<file path="src/mixer_types_pkg.sv">
`default_nettype none

package mixer_types_pkg;

    // eight lanes, the rotation offsets of every pass assume this.
    localparam int LANE_COUNT = 8;
    localparam int LANE_WIDTH = 32;

    typedef logic [LANE_WIDTH-1:0] lane_t;

    // lane 0 sits in the low word.
    typedef lane_t [LANE_COUNT-1:0] state_t;

    // neighbour index, modulo the lane count.
    function automatic int wrap_lane(int idx);
        return (idx + LANE_COUNT) % LANE_COUNT;
    endfunction

endpackage

`default_nettype wire

</file>
<file path="src/cascade_round.sv">
`timescale 1ns/1ps
`default_nettype none

module cascade_round (
    input  wire mixer_types_pkg::state_t state_in,
    output mixer_types_pkg::state_t      state_out
);
    import mixer_types_pkg::*;

    always_comb begin : cascade_pass
        state_t s;

        s = state_in;

        // lanes 0 and 1 still see the old tail.
        for (int i = 0; i < LANE_COUNT; i++) begin
            s[i] = s[i] + s[wrap_lane(i - 1)] - s[wrap_lane(i - 2)];
        end

        state_out = s;
    end

endmodule

`default_nettype wire

</file>
<file path="config.mk">
export PLATFORM = sky130hd
export DESIGN_NAME = cascade_round
export DESIGN_NICKNAME = d
export VERILOG_FILES = /design/src/mixer_types_pkg.sv /design/src/cascade_round.sv
export SDC_FILE = /design/constraint.sdc
export NUM_CORES = 1
export LEC_CHECK = 0
export ABC_AREA = 1
export BUFFER_PORTS_ARGS = -buffer_cell sky130_fd_sc_hd__clkbuf_2
export CORE_AREA = 2 2 197 199
export DETAILED_ROUTE_END_ITERATION = 8
export DIE_AREA = 0 0 199 201
export PLACE_DENSITY = 0.75
export SYNTH_ARGS = -nofsm -noshare
export SYNTH_HDL_FRONTEND = slang
export SYNTH_SLANG_ARGS = --single-unit
</file>
<file path="constraint.sdc">
create_clock -name vclk -period 29.6
set_input_delay 0 -clock vclk [all_inputs]
set_output_delay 0 -clock vclk [all_outputs]
set_load 0.02 [all_outputs]
</file>
# After elaboration in Yosys (flattened, before gate mapping)
# Index checks and enable logic that the tools add are counted.
# word_totals
ff_bits	0
latch_bits	0
mem_bits_rw	0
rom_bits	0
inputBits	256
output_inout_bits	256
word_cells	16
mem_count	0
# classes
addsub	16
multipliers	0
div	0
order_cmp	0
eq_ne	0
shift	0
mux	0
bitwise_logic	0
reduce_logical	0
# ops
op	n
$add A32 B32 Y32	8
$sub A32 B32 Y32	8

# Longest topological paths before layout
# logic_depth
word_depth	16
mapped_depth	89
depth_no_buf	89

# Least setup slack after synthesis
# No wires, ideal clock.
# synth_timing
path_type	input-to-output
start	input port state_in[3] in the netlist's numbering
end	output port state_out[255] in the netlist's numbering
t_arrival_ns	15.823
t_required_ns	29.600
path_slack_ns	13.777
cell_stages	70
path_buffers	0
path_cell_list	inv_1 -> fa_1 -> inv_1 -> ha_1 -> nand3_1 -> and2_1 -> o21ai_1 -> a21oi_1 -> o21bai_1 -> xor2_1 -> inv_1 -> fa_1 -> inv_1 -> ha_1 -> inv_1 -> nor4_1 -> nand2_1 -> o311ai_1 -> [34 not listed] -> nand2_1 -> nor2_1 -> a211oi_1 -> o21ai_1 -> xor2_1 -> fa_1 -> ha_1 -> nand2_1 -> inv_1 -> a221oi_1 -> o221ai_1 -> a31oi_1 -> inv_1 -> nand3_1 -> nand2_1 -> nand2_1 -> nand2_1 -> inv_1
# synth_rtl
item	line	rtl
from (decl)	cascade_round.sv:5	input wire mixer_types_pkg::state_t state_in,
to (decl)	cascade_round.sv:6	output mixer_types_pkg::state_t state_out

==> impl_results.md <==
- Status: finished clean
- CTS resizes: 0
- Final Hold Fails: 0
- Pre-Repair DR Iteration Count: 6
- HP Class: input port to output port
- Largest net degree at the start of global routing: 8
- First-pass GRT wire length: 112 mm
- Final weighted congestion in routability-driven placement: 1.07
- Slew margin rel.: 0.463
- YS warnings: 0
- Met2 WL: 35.8 mm
- Fill count: 3,816
- Initial Util: 0.506
- Setup_tns: 0 ns
- Synth area leader: fa_1
- Mean Syn Cell Area: 6.97 um2
- Initial antenna violation count: 8
- Remaining Overflow, GRT: 0
- Wire length on met1: 28.7 mm
- Leading cell types in the layout, fill and taps excluded: inv_1 (803), clkbuf_2 (512), nand2_1 (412), ha_1 (288), a21oi_1 (248)
- Die Y: 201 um
- Crit path required time: 29.60 ns
- Post-detailed-route DRC marker count: 0
- F_max: 0.0576 GHz
- CP startpoint kind: input port
- Detailed Route WL: 74.6 mm
- Seq cells: 0
- Uppermost layer routed: met5
- DR vias: 20,100
- Vias in the first global route: 20,100
- Row count: 72
- Syn_nets: 3,520
- Core Area: 38,100 um2
- RSZ-0062 raised after global routing: no
- GRT Total Usage: 0.369
- Synthesis-to-layout area growth: 16.8%
- Nets: 4,034
- Dpl hpwl: 69.5 mm
- FF+latch area: 0 um2
- CP max stage delay: 0.58 ns
- Critical path type: input port to output port
- Netlist cell types: 50
- Routed WL per cell: 19.6 um
- Crit-path max FO: 5
- Hold buffer count at CTS: 0
- Final min period: 17.36 ns
- Max-cap viol count: 0
- Synth area leaders: fa_1 (22%), ha_1 (19%), inv_1 (16%)
- Fin util: 0.591
- Layout cells sized above 1: 0.182
- Die Footprint: 40,000 um2
- Cells after synthesis: 2,766
- Post-DRT Antenna Nets: 0
- Worst slew pin tran: 0.799 ns
- Arr. time, crit path: 17.36 ns
- Mapped cell area: 19,300 um2
- Ports: 512
- Clock buffer cells: 0
- Metal3 WL: 5.51 mm
- Tcrit/Tclk final: 0.586
- Commonest non-fill, non-tap cell in the layout: inv_1
- Post-CTS Setup Inserts: 0
- Port bufs: 512
- Pins Over Slew Limit: 0
- Post-DR vias/cell: 5.28
- Critical-path top delay cell: fa_1
- Crit. End Element: output port
- Critical path's top delay family: adder cells
- Share of the synthesized area in the top cell type: 0.218
- Sequential-to-total area share from yosys stat: 0
- Final setup vio count: 0
- Iter 0 DRT Violations: 1,332
- Chip width: 199 um
- CP Buf/Inv Count: 11
-- cells by family after synthesis --
kind of cell               count (synthesis)  share of synthesized area
AOI/OAI and AO/OA                        508                      0.157
xor gates and xnor gates                 286                      0.131
adders and majority gates                498                      0.405
buffers and inverters                    806                      0.157
and+or+nand+nor                          668                      0.149
-- tightest hold or removal path, delay by kind of cell --
family,cells,cell delay (ns)
fa+ha+maj,1,0.15
buf+inv,2,0.30
-- final timing paths --
path	startpoint	endpoint	slack (ns)	depth (start not counted)
max	state_in[227]	state_out[254]	12.24	69
min	state_in[224]	state_out[224]	0.44	3
-- cell usage after synthesis, drive strengths merged (4+ instances only) --
cell	instances
a31o	10
xnor2	105
inv	806
nand4	14
fa	210
o221ai	4
nand3	79
nor4	9
nor2	104
a21oi	257
o211ai	6
nand2	434
a21boi	15
xor2	181
o21bai	30
o21ai	102
o21a	7
a21o	43
nor3	19
a31oi	17
ha	288
-- area by class of cell --
cell class	count	area, um2	share of cell area
Multi-Input combinational cell	1960	16300	0.722
Antenna cell	8	20.0	0.000889
Timing Repair Buffer	512	2560	0.114
Inverter	806	3030	0.134
Tap cell	518	648	0.0288
-- metrics by stage --
stage               instances  worst slack [ns]  cell area [um2]  hold WS [ns]
floorplan                2766             13.78            19300         0.210
global placement         3796             12.91            22500         0.430
detailed placement       3796             12.69            22500         0.443
CTS                      3796             12.61            22500         0.444
global route             3801             11.34            22500         0.460
finish                   3804             12.24            22500         0.442
-- metal layers --
metal / up-vias / global-route usage
met5: - / 0
met4: 2 / 0.186
met3: 196 / 0.0536
met2: 886 / 0.651
met1: 9387 / 0.433
li1: 9623 / -
Power is left out: the tool's default activity adds up to more than one toggle a clock period on the data nets, which glitch-free logic cannot reach.
