## config.mk

```make
export PLATFORM = sky130hd
export DESIGN_NAME = mix_prelude
export DESIGN_NICKNAME = d
export VERILOG_FILES = /design/src/mixer_types_pkg.sv /design/src/mix_prelude.sv
export SDC_FILE = /design/constraint.sdc
export NUM_CORES = 1
export LEC_CHECK = 0
export ABC_AREA = 1
export BUFFER_PORTS_ARGS = -buffer_cell sky130_fd_sc_hd__buf_2
export CAP_MARGIN = 20
export CORE_UTILIZATION = 35
export DETAILED_ROUTE_END_ITERATION = 10
export GPL_ROUTABILITY_DRIVEN = 1
export GPL_TIMING_DRIVEN = 0
export PLACE_DENSITY = 0.58
export SLEW_MARGIN = 20
export SYNTH_ARGS = -nofsm -noshare
export SYNTH_HDL_FRONTEND = slang
export SYNTH_SLANG_ARGS = --single-unit
```

## constraint.sdc

```tcl
create_clock -name vclk -period 45
set_input_delay 9 -clock vclk [all_inputs]
set_output_delay 9 -clock vclk [all_outputs]
set_load 0.02 [all_outputs]
```

## src/mixer_types_pkg.sv

```systemverilog
`default_nettype none

package mixer_types_pkg;

    // eight lanes, the rotation offsets of every pass assume this.
    localparam int LANE_COUNT = 8;
    localparam int LANE_WIDTH = 32;

    typedef logic [LANE_WIDTH-1:0] lane_t;

    // lane 0 sits in the low word.
    typedef lane_t [LANE_COUNT-1:0] state_t;

    // neighbour index, modulo the lane count.
    function automatic int wrap_lane(int idx);
        return (idx + LANE_COUNT) % LANE_COUNT;
    endfunction

endpackage

`default_nettype wire

```

## src/mix_prelude.sv

```systemverilog
`timescale 1ns/1ps
`default_nettype none

module mix_prelude (
    input  wire mixer_types_pkg::state_t state_in,
    output mixer_types_pkg::state_t      state_out
);
    import mixer_types_pkg::*;

    always_comb begin : prelude_passes
        state_t s;

        s = state_in;

        // offset pass.
        for (int i = 0; i < LANE_COUNT; i++) begin
            s[i] = s[i] + lane_t'(i);
        end

        // forward chain, lane 0 takes lane 7 before lane 7 moves.
        for (int i = 0; i < LANE_COUNT; i++) begin
            s[i] = s[i] + s[wrap_lane(i - 1)];
        end

        state_out = s;
    end

endmodule

`default_nettype wire

```

Word level (Yosys, flattened, before mapping)
Cells that the tools add are included.
- flip-flop bits (word level): 0
- input bits: 256
- output and inout bits: 256
- word-level logic and storage cells: 15
- add/subtract/negate cells: 15
- operator list (kind ; count):
    $add A32 B32 Y32 ; 8
    $add A32 B3 Y32 const B ; 4
    $add A32 B2 Y32 const B ; 2
    $add A32 B1 Y32 const B ; 1

Depth between registers and ports, before layout
- word-level depth: 9
- mapped depth: 75
- gate-level depth less buffers: 75

Least setup slack after synthesis
OpenSTA, ideal clock, no wires.
- path kind: input to output
- start: input state_in[224] (netlist name)
- end: output state_out[254] (netlist name)
- data arrival time: 21788 ps
- data required time: 36000 ps
- slack: 14212 ps
- stages on the path: 66
- buffers on the path: 0
- path through: inv_1 > ha_1 > nand2_1 > nand3_1 > nor2_1 > and3_1 > xor2_1 > inv_1 > ha_1 > nand2_1 > inv_1 > nand3_1 > o21bai_1 > a21oi_1 > xnor2_1 > ha_1 > a21oi_1 > inv_1 > (+30 left out) > a21oi_2 > o21ai_1 > xor2_1 > ha_1 > ha_1 > nand2_1 > o21ai_0 > a21oi_1 > xnor2_1 > ha_1 > nand2_1 > nor2_1 > a211oi_1 > nand4_1 > a21oi_1 > nor2_1 > nor2_1 > xor2_1
- RTL lines (what ; line ; source):
    start, declared ; mix_prelude.sv:5 ; input wire mixer_types_pkg::state_t state_in,
    end, declared ; mix_prelude.sv:6 ; output mixer_types_pkg::state_t state_out

==> impl_summary.log <==
[metrics] worst-margin pin slew: 0.7737 ns
[metrics] number of flip-flops and latches: 0
[metrics] Netlist Area Pre-Place: 14,350 um^2
[metrics] largest cells by area after synthesis: sky130_fd_sc_hd__ha_1 (35%), sky130_fd_sc_hd__xor2_1 (10%), sky130_fd_sc_hd__nand2_1 (9.2%)
[metrics] proportion of netlist area held by the largest area contributor: 35.32%
[metrics] data required time of the critical path: 36.00 ns
[metrics] wire length after detailed routing: 59,330 um
[metrics] final slew viol count: 0
[metrics] most frequent cell on the critical path: sky130_fd_sc_hd__ha_1
[metrics] chip width: 204.5 um
[metrics] portion of the clock cycle consumed by the worst path in the final layout: 72.44%
[metrics] final design utilization: 43.86%
[metrics] full die area: 41,800 um^2
[metrics] nets@finish: 3,295
[metrics] Buf/Inv on CP: 7
[metrics] Routed WL per cell: 18.79 um
[metrics] minimum clock period after layout: 32.60 ns
[metrics] detailed-route DRC error count: 0
[metrics] most common library cells after synthesis: sky130_fd_sc_hd__ha_1 (405), sky130_fd_sc_hd__nand2_1 (351), sky130_fd_sc_hd__inv_1 (300), sky130_fd_sc_hd__a21oi_1 (249), sky130_fd_sc_hd__xor2_1 (168)
[metrics] syn nets: 2,781
[metrics] count of endpoints failing setup in the final report: 0
[metrics] kind of path behind the tightest hold check: input port to output port
[metrics] number of distinct library cell variants in the gate-level netlist after synthesis: 47
[metrics] top achievable clock speed: 30.68 MHz
[metrics] kind of end point of the critical path: output port
[metrics] Slew headroom: 48.05%
[metrics] launch point of the worst path: state_in[224]
[metrics] most repeated cell in the gate-level netlist after synthesis: sky130_fd_sc_hd__ha_1
[metrics] post-detail-place hpwl: 55,360 um
[metrics] number of buffers added for setup after CTS: 0
[metrics] post-route ant nets: 0
[metrics] Yosys top cell by area: sky130_fd_sc_hd__ha_1
[metrics] final weighted congestion in routability-driven placement: 0.9846
[metrics] Worst Path Arrival: 23.60 ns
[metrics] average size of a mapped cell: 6.792 um^2
[metrics] DRC violation total after the first TritonRoute iteration: 721
[metrics] antenna violations before repair: 14
[metrics] multi-input logic area: 13,220 um^2
[metrics] outcome: complete, no violations
[metrics] Critical-path top delay cell: sky130_fd_sc_hd__xnor2_1
[metrics] Initial Utilization: 35.78%
[metrics] total iterations of the first detailed-routing run: 5
[metrics] number of violations of the max-capacitance limit: 0
[metrics] CTS hold repair buffers: 0
[metrics] critical path's top delay family: adder cells
[metrics] RSZ-0062 raised after global routing: false
[metrics] total of cells resized after clock tree synthesis: 0
[metrics] Synthesis Warnings: 0
[metrics] Cell Rows: 73
[metrics] biggest cell delay along the critical path: 0.55 ns
[metrics] Critical Path Start Type: input port
[metrics] input/output buffers: 512
[metrics] count of filler cells inserted in the layout: 4,290
[metrics] number of clock buffer instances in the layout: 0
[metrics] CP Class: input port to output port
[metrics] maximum number of pins on one net before global-route repair: 7
[metrics] area used by sequential logic in the layout: 0 um^2
[metrics] total global-route track usage: 27.21%
[metrics] overflow left after global routing: 0
[metrics] Area growth syn-to-layout: 22.60%
[metrics] detailed-route vias per instance: 5.166
[metrics] first-pass GRT wire length: 88,610 um
[metrics] Worst Hold Launch: state_in[192]
[metrics] height of the die: 204.5 um
[metrics] total I/O pin count: 512
[metrics] total number of vias: 16,310
[metrics] Syn Inst Count: 2,112
[metrics] number of global-route vias before repair: 15,980
[metrics] sequential share of the synthesized area: 0%
[metrics] share of cells above drive strength 1: 22.29%
[metrics] core area: 40,100 um^2
[metrics] accumulated negative setup slack: 0 ns
[metrics] number of hold-slack violations in the final timing report: 0
[metrics] largest fanout on the critical path: 6
## area by class of cell
type,instances,share of cell area (%)
diodes,9,0.1281
inverters,300,6.403
multi-input cells,1812,75.16
well taps,525,3.735
repair buffers,512,14.57
## routing by layer
metal / GRT usage, % / wire length [um] / share of wire, %
met2: 51.26 / 29630 / 50
met3: 3.699 / 3222 / 5.4
met5: 0 / 101 / 0.17
met4: 4.451 / 1094 / 1.8
met1: 32.68 / 25270 / 43
## layout by cell type, fill, tap and decap left out, types with 12 or more instances in the layout
cell type,count
sky130_fd_sc_hd__buf_2,512
sky130_fd_sc_hd__ha_1,405
sky130_fd_sc_hd__nand2_1,351
sky130_fd_sc_hd__inv_1,300
sky130_fd_sc_hd__a21oi_1,249
sky130_fd_sc_hd__xor2_1,168
sky130_fd_sc_hd__nor2_1,113
sky130_fd_sc_hd__xnor2_1,90
sky130_fd_sc_hd__o21ai_0,78
sky130_fd_sc_hd__nand3_1,60
sky130_fd_sc_hd__o21ai_1,31
sky130_fd_sc_hd__nor3_1,31
sky130_fd_sc_hd__nand2_2,26
sky130_fd_sc_hd__nand4_1,24
sky130_fd_sc_hd__a31oi_1,24
sky130_fd_sc_hd__a21o_1,18
sky130_fd_sc_hd__o21ai_2,14
sky130_fd_sc_hd__o21bai_1,13
sky130_fd_sc_hd__o21a_1,12
## worst paths after layout
| check | to | slack (ns) | cells past startpoint |
|---|---|---|---|
| setup / recovery | state_out[255] | 12.40 | 66 |
| hold / removal | state_out[192] | 18.37 | 3 |
## kinds of logic after synthesis
| kind of cell | synth area share, % |
|---|---|
| AOI/OAI and AO/OA | 20.56 |
| buffers and inverters | 7.850 |
| adders and majority gates | 36.44 |
| xor gates and xnor gates | 15.87 |
| and+or+nand+nor | 19.28 |
## stage by stage
step	std cells	cell area, um^2	setup slack (ns)	hold WS (ns)
finish	3158	17590	12.40	18.37
global placement	3149	17560	12.48	18.37
CTS	3149	17560	12.34	18.38
detailed placement	3149	17560	12.38	18.38
global route	3153	17570	11.19	18.39
floorplan	2112	14350	14.21	18.22
Power is left out: the tool's default activity adds up to more than one toggle a clock period on the data nets, which glitch-free logic cannot reach.
