==> config.mk <==
export PLATFORM = sky130hd
export DESIGN_NAME = mix_round
export DESIGN_NICKNAME = d
export VERILOG_FILES = /design/src/mixer_types_pkg.sv /design/src/mixer_const_pkg.sv /design/src/mix_round.sv
export SDC_FILE = /design/constraint.sdc
export NUM_CORES = 2
export LEC_CHECK = 0
export BUFFER_PORTS_ARGS = -buffer_cell sky130_fd_sc_hd__buf_2
export CORE_MARGIN = 5
export CORE_UTILIZATION = 45
export DETAILED_ROUTE_END_ITERATION = 10
export PLACE_DENSITY = 0.65
export RECOVER_POWER = 50
export SYNTH_ARGS = -nofsm -noshare
export SYNTH_HDL_FRONTEND = slang
export SYNTH_SLANG_ARGS = --single-unit
export TNS_END_PERCENT = 50
==> constraint.sdc <==
create_clock -name vclk -period 75.8
set_input_delay 22.74 -clock vclk [all_inputs]
set_output_delay 22.74 -clock vclk [all_outputs]
set_load 0.05 [all_outputs]
==> src/mixer_types_pkg.sv <==
`default_nettype none

package mixer_types_pkg;

    // eight lanes, the rotation offsets of every pass assume this.
    localparam int LANE_COUNT = 8;
    localparam int LANE_WIDTH = 32;

    typedef logic [LANE_WIDTH-1:0] lane_t;

    // lane 0 sits in the low word.
    typedef lane_t [LANE_COUNT-1:0] state_t;

    // neighbour index, modulo the lane count.
    function automatic int wrap_lane(int idx);
        return (idx + LANE_COUNT) % LANE_COUNT;
    endfunction

endpackage

`default_nettype wire

==> src/mixer_const_pkg.sv <==
`default_nettype none

package mixer_const_pkg;

    localparam int unsigned XOR_SHIFT = 16;  // left shift in the xor pass.
    localparam int unsigned SUB_SHIFT = 17;  // right shift of the subtracted term.
    localparam int unsigned ADD_SHIFT = 12;  // right shift of the added term.

    // first finalize pass, primes for the multipliers.
    localparam mixer_types_pkg::lane_t FIN_MUL_A [mixer_types_pkg::LANE_COUNT] = '{
        32'd2,  32'd3,  32'd5,  32'd7,
        32'd11, 32'd13, 32'd17, 32'd19
    };

    localparam mixer_types_pkg::lane_t FIN_ADD_A [mixer_types_pkg::LANE_COUNT] = '{
        32'd3,  32'd5,  32'd7,  32'd11,
        32'd13, 32'd17, 32'd19, 32'd23
    };

    // second finalize pass.
    localparam mixer_types_pkg::lane_t FIN_MUL_B [mixer_types_pkg::LANE_COUNT] = '{
        32'd2, 32'd3,  32'd3,  32'd3,
        32'd5, 32'd13, 32'd35, 32'd87
    };

    // cubes of the lane index.
    localparam mixer_types_pkg::lane_t FIN_ADD_B [mixer_types_pkg::LANE_COUNT] = '{
        32'd0,  32'd1,   32'd8,   32'd27,
        32'd64, 32'd125, 32'd216, 32'd343
    };

endpackage

`default_nettype wire

==> src/mix_round.sv <==
`timescale 1ns/1ps
`default_nettype none

module mix_round (
    input  wire mixer_types_pkg::state_t state_in,
    output mixer_types_pkg::state_t      state_out
);
    import mixer_types_pkg::*;
    import mixer_const_pkg::*;

    // every pass walks lanes 0..7 in place.
    always_comb begin : round_passes
        state_t s;

        s = state_in;

        // add-subtract pass.
        for (int i = 0; i < LANE_COUNT; i++) begin
            s[i] = s[i] + s[wrap_lane(i + 1)] - s[wrap_lane(i + 5)];
        end

        // xor pass.
        for (int i = 0; i < LANE_COUNT; i++) begin
            s[i] = s[i] ^ (s[wrap_lane(i + 3)] << XOR_SHIFT);  // low half shifted up.
        end

        // shift-subtract pass.
        for (int i = 0; i < LANE_COUNT; i++) begin
            s[i] = s[i]
                 - (s[wrap_lane(i + 2)] >> SUB_SHIFT)
                 + (s[wrap_lane(i + 4)] >> ADD_SHIFT);  // logical shifts.
        end

        state_out = s;
    end

endmodule

`default_nettype wire

# Word-level counts from Yosys, hierarchy flattened
# Index checks and enable logic that the tools add are counted.
totals:
  register_bits: 0
  in_bits: 256
  out_inout_bits: 256
op_classes:
  n_addsub: 32
  bitwise_logic: 8
op_table:
  columns: ["op", "n"]
  rows:
  - ["$add 32x20->32", 8]
  - ["$add 32x32->32", 8]
  - ["$sub 32x15->32", 8]
  - ["$sub 32x32->32", 8]
  - ["$xor 32x32->32", 8]

# Depth between registers and ports, before layout
depth:
  ltp_word: 9
  ltp_mapped: 63

# Worst setup path before layout
# OpenSTA, ideal clock, no wires.
synth_timing:
  path_kind: "input -> output"
  startpoint: "input state_in[33] in the netlist's numbering"
  endpoint: "output state_out[255] in the netlist's numbering"
  t_arrival_ns: 36.267
  setup_slack_ns: 16.793
  stages: 56
  cell_sequence: "inv_1 -> fa_1 -> inv_1 -> fa_1 -> a21o_1 -> a21oi_1 -> o21a_1 -> nor2_1 -> a221o_1 -> a21oi_1 -> xnor2_1 -> xnor2_1 -> ha_1 -> o21bai_1 -> ha_1 -> and3_1 -> a21oi_1 -> o21ai_2 -> [... 20 more ...] -> a221o_1 -> or3_1 -> a21oi_1 -> nor4_1 -> nor2_1 -> o21a_1 -> a21boi_0 -> fa_1 -> ha_1 -> and3_1 -> nand2_1 -> o31a_1 -> o31ai_1 -> a211oi_1 -> o21ai_0 -> nor3b_1 -> mux2i_1 -> xor2_1"
synth_lines:
  columns: ["element", "line_no", "source"]
  rows:
  - ["from (decl)", "mix_round.sv:5", "input wire mixer_types_pkg::state_t state_in,"]
  - ["to (decl)", "mix_round.sv:6", "output mixer_types_pkg::state_t state_out"]

==> summary.md <==
| Metric | Value |
|---|---|
| Run status | finished, violations left |
| Failing checks | max-capacitance violations, max-slew violations |
| Crit path DAT | 40.25 ns |
| Dpl cell area | 39820 µm² |
| Worst hold start | state_in[96] |
| Hold_buf cts | 0 |
| Hold Vio Cnt, Final | 0 |
| Compound-Gate Fraction of Synth Area | 0.2214 |
| HP Class | primary input to output port |
| Post-Syn Area per Cell | 7.807 µm² |
| Library cells used by synthesis | 86 |
| Storage element area | 0 µm² |
| Die W | 291.1 µm |
| Crit-path max FO | 6 |
| Largest area contributor in the netlist | fa_1 |
| Core area | 78740 µm² |
| Die Footprint | 84770 µm² |
| Synth Area in Adders | 0.3968 |
| DR pass1 iterations | 8 |
| Proportion of synthesized area in mux cells | 0.003482 |
| Port bufs | 512 |
| Placer Congestion | 1.094 |
| Die H | 291.1 µm |
| WHS | 46.64 ns |
| Vias | 36120 |
| Pin count of the biggest net entering global routing | 9 |
| Area delta synth->final | 11.41% |
| Num rows | 103 |
| Number of remaining DRC errors | 0 |
| Mapped Area | 35570 µm² |
| Num ports | 512 |
| Grt ovf | 0 |
| Final setup viols | 0 |
| Detailed placement HPWL | 161300 µm |
| Post-CTS setup repair buffer count | 0 |
| CP peak stage delay | 1.55 ns |
| Worst Setup End Kind | output port |
| Vias per Instance | 5.874 |
| Max frequency | 15.88 MHz |
| Simple-Gate Fraction of Synth Area | 0.1177 |
| Main combinational cell family by area after synthesis | adder cells |
| Hold EP | state_out[96] |
| Share of cells above drive strength 1 | 0.09772 |
| Tmin final | 62.99 ns |
| Worst EP required | 53.06 ns |
| Sequential fraction of the synthesis area | 0 |
| Starting density of the core | 0.4517 |
| GRT Util Overall | 0.3941 |
| Vias in the first global route | 34600 |
| Commonest non-fill, non-tap cells in the layout | inv_1, ha_1, xnor2_1, buf_2, a21oi_1 |
| Max-slew headroom | -0.3730 |
| Antenna violations before repair | 4 |
| XOR/XNOR Fraction of Synth Area | 0.1628 |
| Synth top area share | 0.2026 |
| ANT nets after route | 0 |
| Fill cells | 8144 |
| Initial DRC count | 3621 |
| Commonest non-fill, non-tap cell in the layout | inv_1 |
| Slew @ Worst Pin | 2.053 ns |
| Final Slew Violations | 25 |
| Setup TNS | 0 ns |
| Tcrit/Tclk final | 0.8310 |
| Seq cells | 0 |
| Unrepaired setup endpoints after global routing | no |
| Cts repair resizes | 0 |
| Clock Buffer Count | 0 |
| Critical Path Source Type | primary input |
| Nets | 6266 |
| Ranking of synthesized cells by area | fa_1, ha_1, xnor2_1 |
| Synth warn | 0 |
| First-pass GRT wire length | 244900 µm |
| Routed WL per cell | 28.48 µm |
| Total routed wirelength | 175100 µm |
| Design Area, Final | 39630 µm² |
| Slowest stage cell, crit path | xor2_1 |
| Max cap viols | 6 |
| Worst Hold Path Cells | 7 |
| Syn_nets | 5724 |
| Cells after Synth | 4556 |
| WS Path Type | primary input to output port |
| Most used cell, CP | ha_1 |
metal layers:
| layer | track usage | vias to the layer above | part of all wire |
|---|---|---|---|
| met5 | 0 | - | 0.00014 |
| met4 | 0.2110 | 4 | 0.070 |
| met3 | 0.05898 | 357 | 0.091 |
| met2 | 0.6153 | 1906 | 0.43 |
| met1 | 0.5274 | 17430 | 0.41 |
| li1 | - | 16420 | - |
critical path: cells and delay by family:
kind	cells	cell delay [ns]
compound gates	16	3.54
buf+inv	7	0.75
simple gates	11	2.76
fa+ha+maj	10	4.29
xor+xnor	7	5.83
mux	1	0.32
cell type report:
cell class,instances,area (µm²),area share
Inverter,913,3427,0.08648
Antenna cell,3,7.507,0.0001894
Multi-Input combinational cell,3629,32150,0.8113
Tap cell,1050,1314,0.03315
Timing Repair Buffer,554,2730,0.06889
kinds of logic after synthesis:
logic type / Yosys count
xor+xnor: 642
simple gates: 848
compound gates: 1215
buf+inv: 927
mux: 12
fa+ha+maj: 912
stage by stage:
step	util	std cells	setup slack (ns)
global route	0.5032	6146	12.28
detailed placement	0.5056	6146	13.92
floorplan	-	4556	16.79
global placement	0.5054	6145	13.53
finish	0.5033	6149	12.81
CTS	0.5056	6146	13.86
worst max-delay path by stage:
| stage | start | endpoint | slack (ns) | cells past startpoint |
|---|---|---|---|---|
| floorplan | state_in[33] | state_out[255] | 16.79 | 56 |
| global placement | state_in[33] | state_out[254] | 13.53 | 54 |
| detailed placement | state_in[34] | state_out[254] | 13.92 | 54 |
| CTS | state_in[34] | state_out[254] | 13.86 | 54 |
| global route | state_in[33] | state_out[223] | 12.28 | 53 |
| finish | state_in[34] | state_out[223] | 12.81 | 52 |
cells in the mapped netlist (15+ instances only):
cell type,count
a211oi_1,45
nor3_1,78
inv_1,913
ha_1,552
nand2_1,170
nand2b_1,49
nor2b_1,55
a21o_1,224
xor2_1,215
xnor2_1,415
nand4_1,30
and2_1,22
o31ai_1,22
or2_2,23
o211ai_1,22
o21ai_0,181
a31oi_1,50
fa_1,360
a21boi_0,15
or3_1,22
nor2_1,246
a21oi_1,372
nand3_1,56
and3_1,51
o21a_1,56
o21bai_1,80
