### src/mixer_types_pkg.sv
`default_nettype none

package mixer_types_pkg;

    // eight lanes, the rotation offsets of every pass assume this.
    localparam int LANE_COUNT = 8;
    localparam int LANE_WIDTH = 32;

    typedef logic [LANE_WIDTH-1:0] lane_t;

    // lane 0 sits in the low word.
    typedef lane_t [LANE_COUNT-1:0] state_t;

    // neighbour index, modulo the lane count.
    function automatic int wrap_lane(int idx);
        return (idx + LANE_COUNT) % LANE_COUNT;
    endfunction

endpackage

`default_nettype wire

### src/mixer_const_pkg.sv
`default_nettype none

package mixer_const_pkg;

    localparam int unsigned XOR_SHIFT = 16;  // left shift in the xor pass.
    localparam int unsigned SUB_SHIFT = 17;  // right shift of the subtracted term.
    localparam int unsigned ADD_SHIFT = 12;  // right shift of the added term.

    // first finalize pass, primes for the multipliers.
    localparam mixer_types_pkg::lane_t FIN_MUL_A [mixer_types_pkg::LANE_COUNT] = '{
        32'd2,  32'd3,  32'd5,  32'd7,
        32'd11, 32'd13, 32'd17, 32'd19
    };

    localparam mixer_types_pkg::lane_t FIN_ADD_A [mixer_types_pkg::LANE_COUNT] = '{
        32'd3,  32'd5,  32'd7,  32'd11,
        32'd13, 32'd17, 32'd19, 32'd23
    };

    // second finalize pass.
    localparam mixer_types_pkg::lane_t FIN_MUL_B [mixer_types_pkg::LANE_COUNT] = '{
        32'd2, 32'd3,  32'd3,  32'd3,
        32'd5, 32'd13, 32'd35, 32'd87
    };

    // cubes of the lane index.
    localparam mixer_types_pkg::lane_t FIN_ADD_B [mixer_types_pkg::LANE_COUNT] = '{
        32'd0,  32'd1,   32'd8,   32'd27,
        32'd64, 32'd125, 32'd216, 32'd343
    };

endpackage

`default_nettype wire

### src/mix_finalize.sv
`timescale 1ns/1ps
`default_nettype none

module mix_finalize (
    input  wire mixer_types_pkg::state_t state_in,
    output mixer_types_pkg::state_t      state_out
);
    import mixer_types_pkg::*;
    import mixer_const_pkg::*;

    always_comb begin : finalize_passes
        state_t s;

        s = state_in;

        // products wrap to the lane width.
        for (int i = 0; i < LANE_COUNT; i++) begin
            s[i] = s[i] * FIN_MUL_A[i] + FIN_ADD_A[i];
        end

        for (int i = 0; i < LANE_COUNT; i++) begin
            s[i] = s[i] * FIN_MUL_B[i] + FIN_ADD_B[i];
        end

        state_out = s;
    end

endmodule

`default_nettype wire

### config.mk
export PLATFORM = sky130hd
export DESIGN_NAME = mix_finalize
export DESIGN_NICKNAME = d
export VERILOG_FILES = /design/src/mixer_types_pkg.sv /design/src/mixer_const_pkg.sv /design/src/mix_finalize.sv
export SDC_FILE = /design/constraint.sdc
export NUM_CORES = 2
export LEC_CHECK = 0
export BUFFER_PORTS_ARGS = -buffer_cell sky130_fd_sc_hd__clkbuf_2
export CORE_ASPECT_RATIO = 0.6
export CORE_MARGIN = 2
export CORE_UTILIZATION = 60
export DETAILED_ROUTE_END_ITERATION = 10
export PLACE_DENSITY_LB_ADDON = 0.12
export SYNTH_ARGS = -nofsm -noshare
export SYNTH_HDL_FRONTEND = slang
export SYNTH_SLANG_ARGS = --single-unit
### constraint.sdc
create_clock -name vclk -period 14.91
set_clock_uncertainty 0.2 [all_clocks]
set_input_delay 0 -clock vclk [all_inputs]
set_output_delay 0 -clock vclk [all_outputs]
set_load 0.03 [all_outputs]
After elaboration in Yosys (flattened, before gate mapping)
Cells that the tools add are included.
{"block": "op_classes", "n_eq_ne": 0, "n_div": 0, "multipliers": 14, "n_reduce_logical": 0, "n_shift": 0, "bitwise_logic": 0, "n_mux": 0, "addsub": 15, "magnitude_cmp": 0}
{"operator": "$add A32 B5 Y32 const B", "count": 4}
{"operator": "$mul A32 B2 Y32 const B", "count": 4}
{"operator": "$add A32 B4 Y32 const B", "count": 3}
{"operator": "$mul A32 B3 Y32 const B", "count": 3}
{"operator": "$mul A32 B4 Y32 const B", "count": 3}
{"operator": "$add A32 B3 Y32 const B", "count": 2}
{"operator": "$add A32 B7 Y32 const B", "count": 2}
{"operator": "$mul A32 B5 Y32 const B", "count": 2}
{"operator": "$add A32 B1 Y32 const B", "count": 1}
{"operator": "$add A32 B8 Y32 const B", "count": 1}
{"operator": "$add A32 B9 Y32 const B", "count": 1}
{"operator": "$mul A32 B6 Y32 const B", "count": 1}
{"operator": "$mul A32 B7 Y32 const B", "count": 1}
{"operator": "$add A31 B2 Y31 const B", "count": 1}
{"block": "totals", "in_bits": 256, "mem_count": 0, "elab_cells": 29, "latchBits": 0, "mem_bits_rw": 0, "register_bits": 0, "output_inout_bits": 256, "romBits": 0}

Logic depth before layout (Yosys ltp)
{"block": "logic_depth", "word_depth": 4, "ltp_mapped": 31, "mapped_depth_nobuf": 31}

Least setup slack after synthesis
Ideal clock, no wire load.
{"block": "synth_timing", "path_type": "input -> output", "start": "input state_in[228] in the netlist's numbering", "end": "output state_out[255] in the netlist's numbering", "required_ns": 14.710, "cell_stages": 29, "path_buffers": 0, "path_slack_ns": 7.578, "arrival_ns": 7.132, "cell_sequence": "ha_1 inv_1 fa_1 fa_1 inv_1 ha_1 o21ai_0 nor2_1 o21a_1 o21ai_0 nand2b_1 a21o_1 a21oi_1 xnor2_1 ha_1 fa_1 fa_1 inv_1 fa_1 inv_1 ha_1 nand3_1 o31a_1 o31ai_2 a41oi_1 o21ai_0 xnor3_1 xnor2_1 xnor2_1"}
{"item": "start, declared", "line": "mix_finalize.sv:5", "source": "input wire mixer_types_pkg::state_t state_in,"}
{"item": "end, declared", "line": "mix_finalize.sv:6", "source": "output mixer_types_pkg::state_t state_out"}

==> results.md <==
- Worst path slowest cell: xor2_1
- Finish-stage setup viols: 0
- Gpl congestion: roughly 0.94
- # IOs: 512
- DIE AREA: 60990 um2
- Die height: 192.1 um
- Area share of the largest cell type after synthesis: 38.40%
- Total number of vias: 29980
- Average size of a mapped cell: 8.351 um2
- FP Rows: 68
- Register area: 0 um2
- Dpl hpwl: 76040 um
- Critical path fanouts, max: 8
- Critical Path Sink Type: output port
- Slowest cell delay on critical path: 0.56 ns
- Avg WL per Cell: 15.03 um
- Antenna viol nets, final: 0
- Yosys top cell by area: ha_1
- Status: finished clean
- Post-CTS Setup Bufs: 0
- Post-CTS sizing: 0
- Count leader, synth: ha_1
- Die W: between 300 and 400 um
- Setup Crit Path Kind: in2out
- Fin cells: 5499
- Starting density of the core: 61.16%
- Relative slew margins: 16.58%
- First-pass GRT wire length: 139000 um
- CTS Hold Bufs: 0
- First-pass DRT Iterations: 6
- Via-to-Cell Ratio: 5.452
- CP Data Arrival Time: between 8 and 9 ns
- Slew Viols, Final: 0
- Endpoints failing hold: 0
- Max-cap violations: 0
- Post-synthesis cell type count: 71
- Fmax: 0.1159 GHz
- Shortest period the worst path allows: ~8.6 ns
- Seq cells: 0
- Largest net degree at the start of global routing: 10
- Area growth from synthesis to layout: 9.689%
- Placed insts: ~5500
- Worst Hold Class: in2out
- Top cells by count, synth: ha_1, inv_1, xnor2_1
- RSZ-0062 raised after global routing: false
- DRC Markers: 0
- GRT overflow: 0
- Core Footprint: around 58000 um2
- Worst-margin pin slew: 1.220 ns
- Min-Delay Path Depth: 3
- Startpoint Class: primary input
- WL final: just over 80000 um
- Layout cell share with drive strength beyond 1: 11.61%
- Cells after Synth: 4237
- Initial DRC Count: 1339
- Cell area after synthesis: between 30000 and 40000 um2
- Port bufs: between 500 and 600
- Ys Warns: 0
- Setup TNS Final: 0 ns
- CLK BUF: 0
- Syn Nets: slightly below 6000
- All-layer global routing usage: 26.84%
- CP required: 14.71 ns
- Final nets: 6329
- Seq/Total Area, Yosys: 0%
- WHS: 0.1235 ns
- Period utilization: approximately 58%
- Synth area leaders: ha_1, fa_1, inv_1
- Number of global-route vias before repair: 28620
- Initial antenna violation count: 10
==> logic make-up (layout without fill, tap and decap cells) <==
kind of cell,Yosys count,count (layout),synth area share (%)
and+or+nand+nor,683,683,9.427
muxes,6,6,0.1733
AOI/OAI and AO/OA,961,961,17.64
buffers and inverters,786,1276,8.402
adders and majority gates,1344,1344,53.00
other,2,4,0.02123
xor gates and xnor gates,455,455,11.34
==> cells in the final DEF, fill, tap and decap left out, types with 7 or more instances in the layout <==
| master | n |
|---|---|
| a2111oi_0 | 8 |
| a211o_1 | 8 |
| a211oi_1 | 45 |
| a21boi_0 | 11 |
| a21o_1 | 163 |
| a21oi_1 | 291 |
| a221o_1 | 7 |
| a221oi_1 | 13 |
| a311oi_1 | 7 |
| a31o_2 | 11 |
| a31oi_1 | 21 |
| a41oi_1 | 9 |
| and2_1 | 19 |
| and3_1 | 35 |
| clkbuf_2 | 508 |
| fa_1 | 258 |
| ha_1 | 1086 |
| inv_1 | 766 |
| nand2_1 | 133 |
| nand2b_1 | 48 |
| nand3_1 | 65 |
| nand4_1 | 26 |
| nor2_1 | 195 |
| nor2b_1 | 44 |
| nor3_1 | 55 |
| nor4_1 | 8 |
| o211ai_1 | 18 |
| o21a_1 | 63 |
| o21ai_0 | 161 |
| o21bai_1 | 45 |
| o31ai_1 | 17 |
| or2_2 | 19 |
| or3_1 | 17 |
| xnor2_1 | 327 |
| xor2_1 | 126 |
==> layout make-up <==
cell class,count,area [um2]
Antenna cell,2,5.005
Inverter,766,2875
Timing Repair Buffer,510,2557
Multi-Input combinational cell,3451,32410
Tap cell,770,963.4
Fill cell,5089,19040
==> through the flow <==
step	cell area (um2)	worst slack, ns	utilization (%)
global route	38810	5.790	67.07
floorplan	35380	7.578	-
global placement	38810	6.519	67.07
CTS	38810	6.356	67.07
finish	38810	6.284	67.08
detailed placement	38810	6.384	67.07
==> worst paths after layout <==
kind        endpoint     startpoint  slack (ns)
max   state_out[255]  state_in[224]        6.28
min    state_out[31]   state_in[29]        0.12
==> critical path: cells and delay by family <==
kind | cells | cell delay, ns
buffers and inverters | 6 | 0.86
AO/OA/AOI/OAI | 9 | 2.35
AND/OR/NAND/NOR | 3 | 0.30
XOR/XNOR | 5 | 1.59
adder cells (fa/ha/maj) | 8 | 3.30
==> metal layers <==
metal / share of wire [%] / vias to the layer above / track usage (%)
li1: - / 15670 / -
met1: 52 / 13570 / 39.98
met2: 41 / 624 / 42.05
met3: 4.5 / 104 / 2.847
met4: 2.4 / 16 / 4.799
met5: 0.12 / - / 0
Power is left out: the tool's default activity adds up to more than one toggle a clock period on the data nets, which glitch-free logic cannot reach.
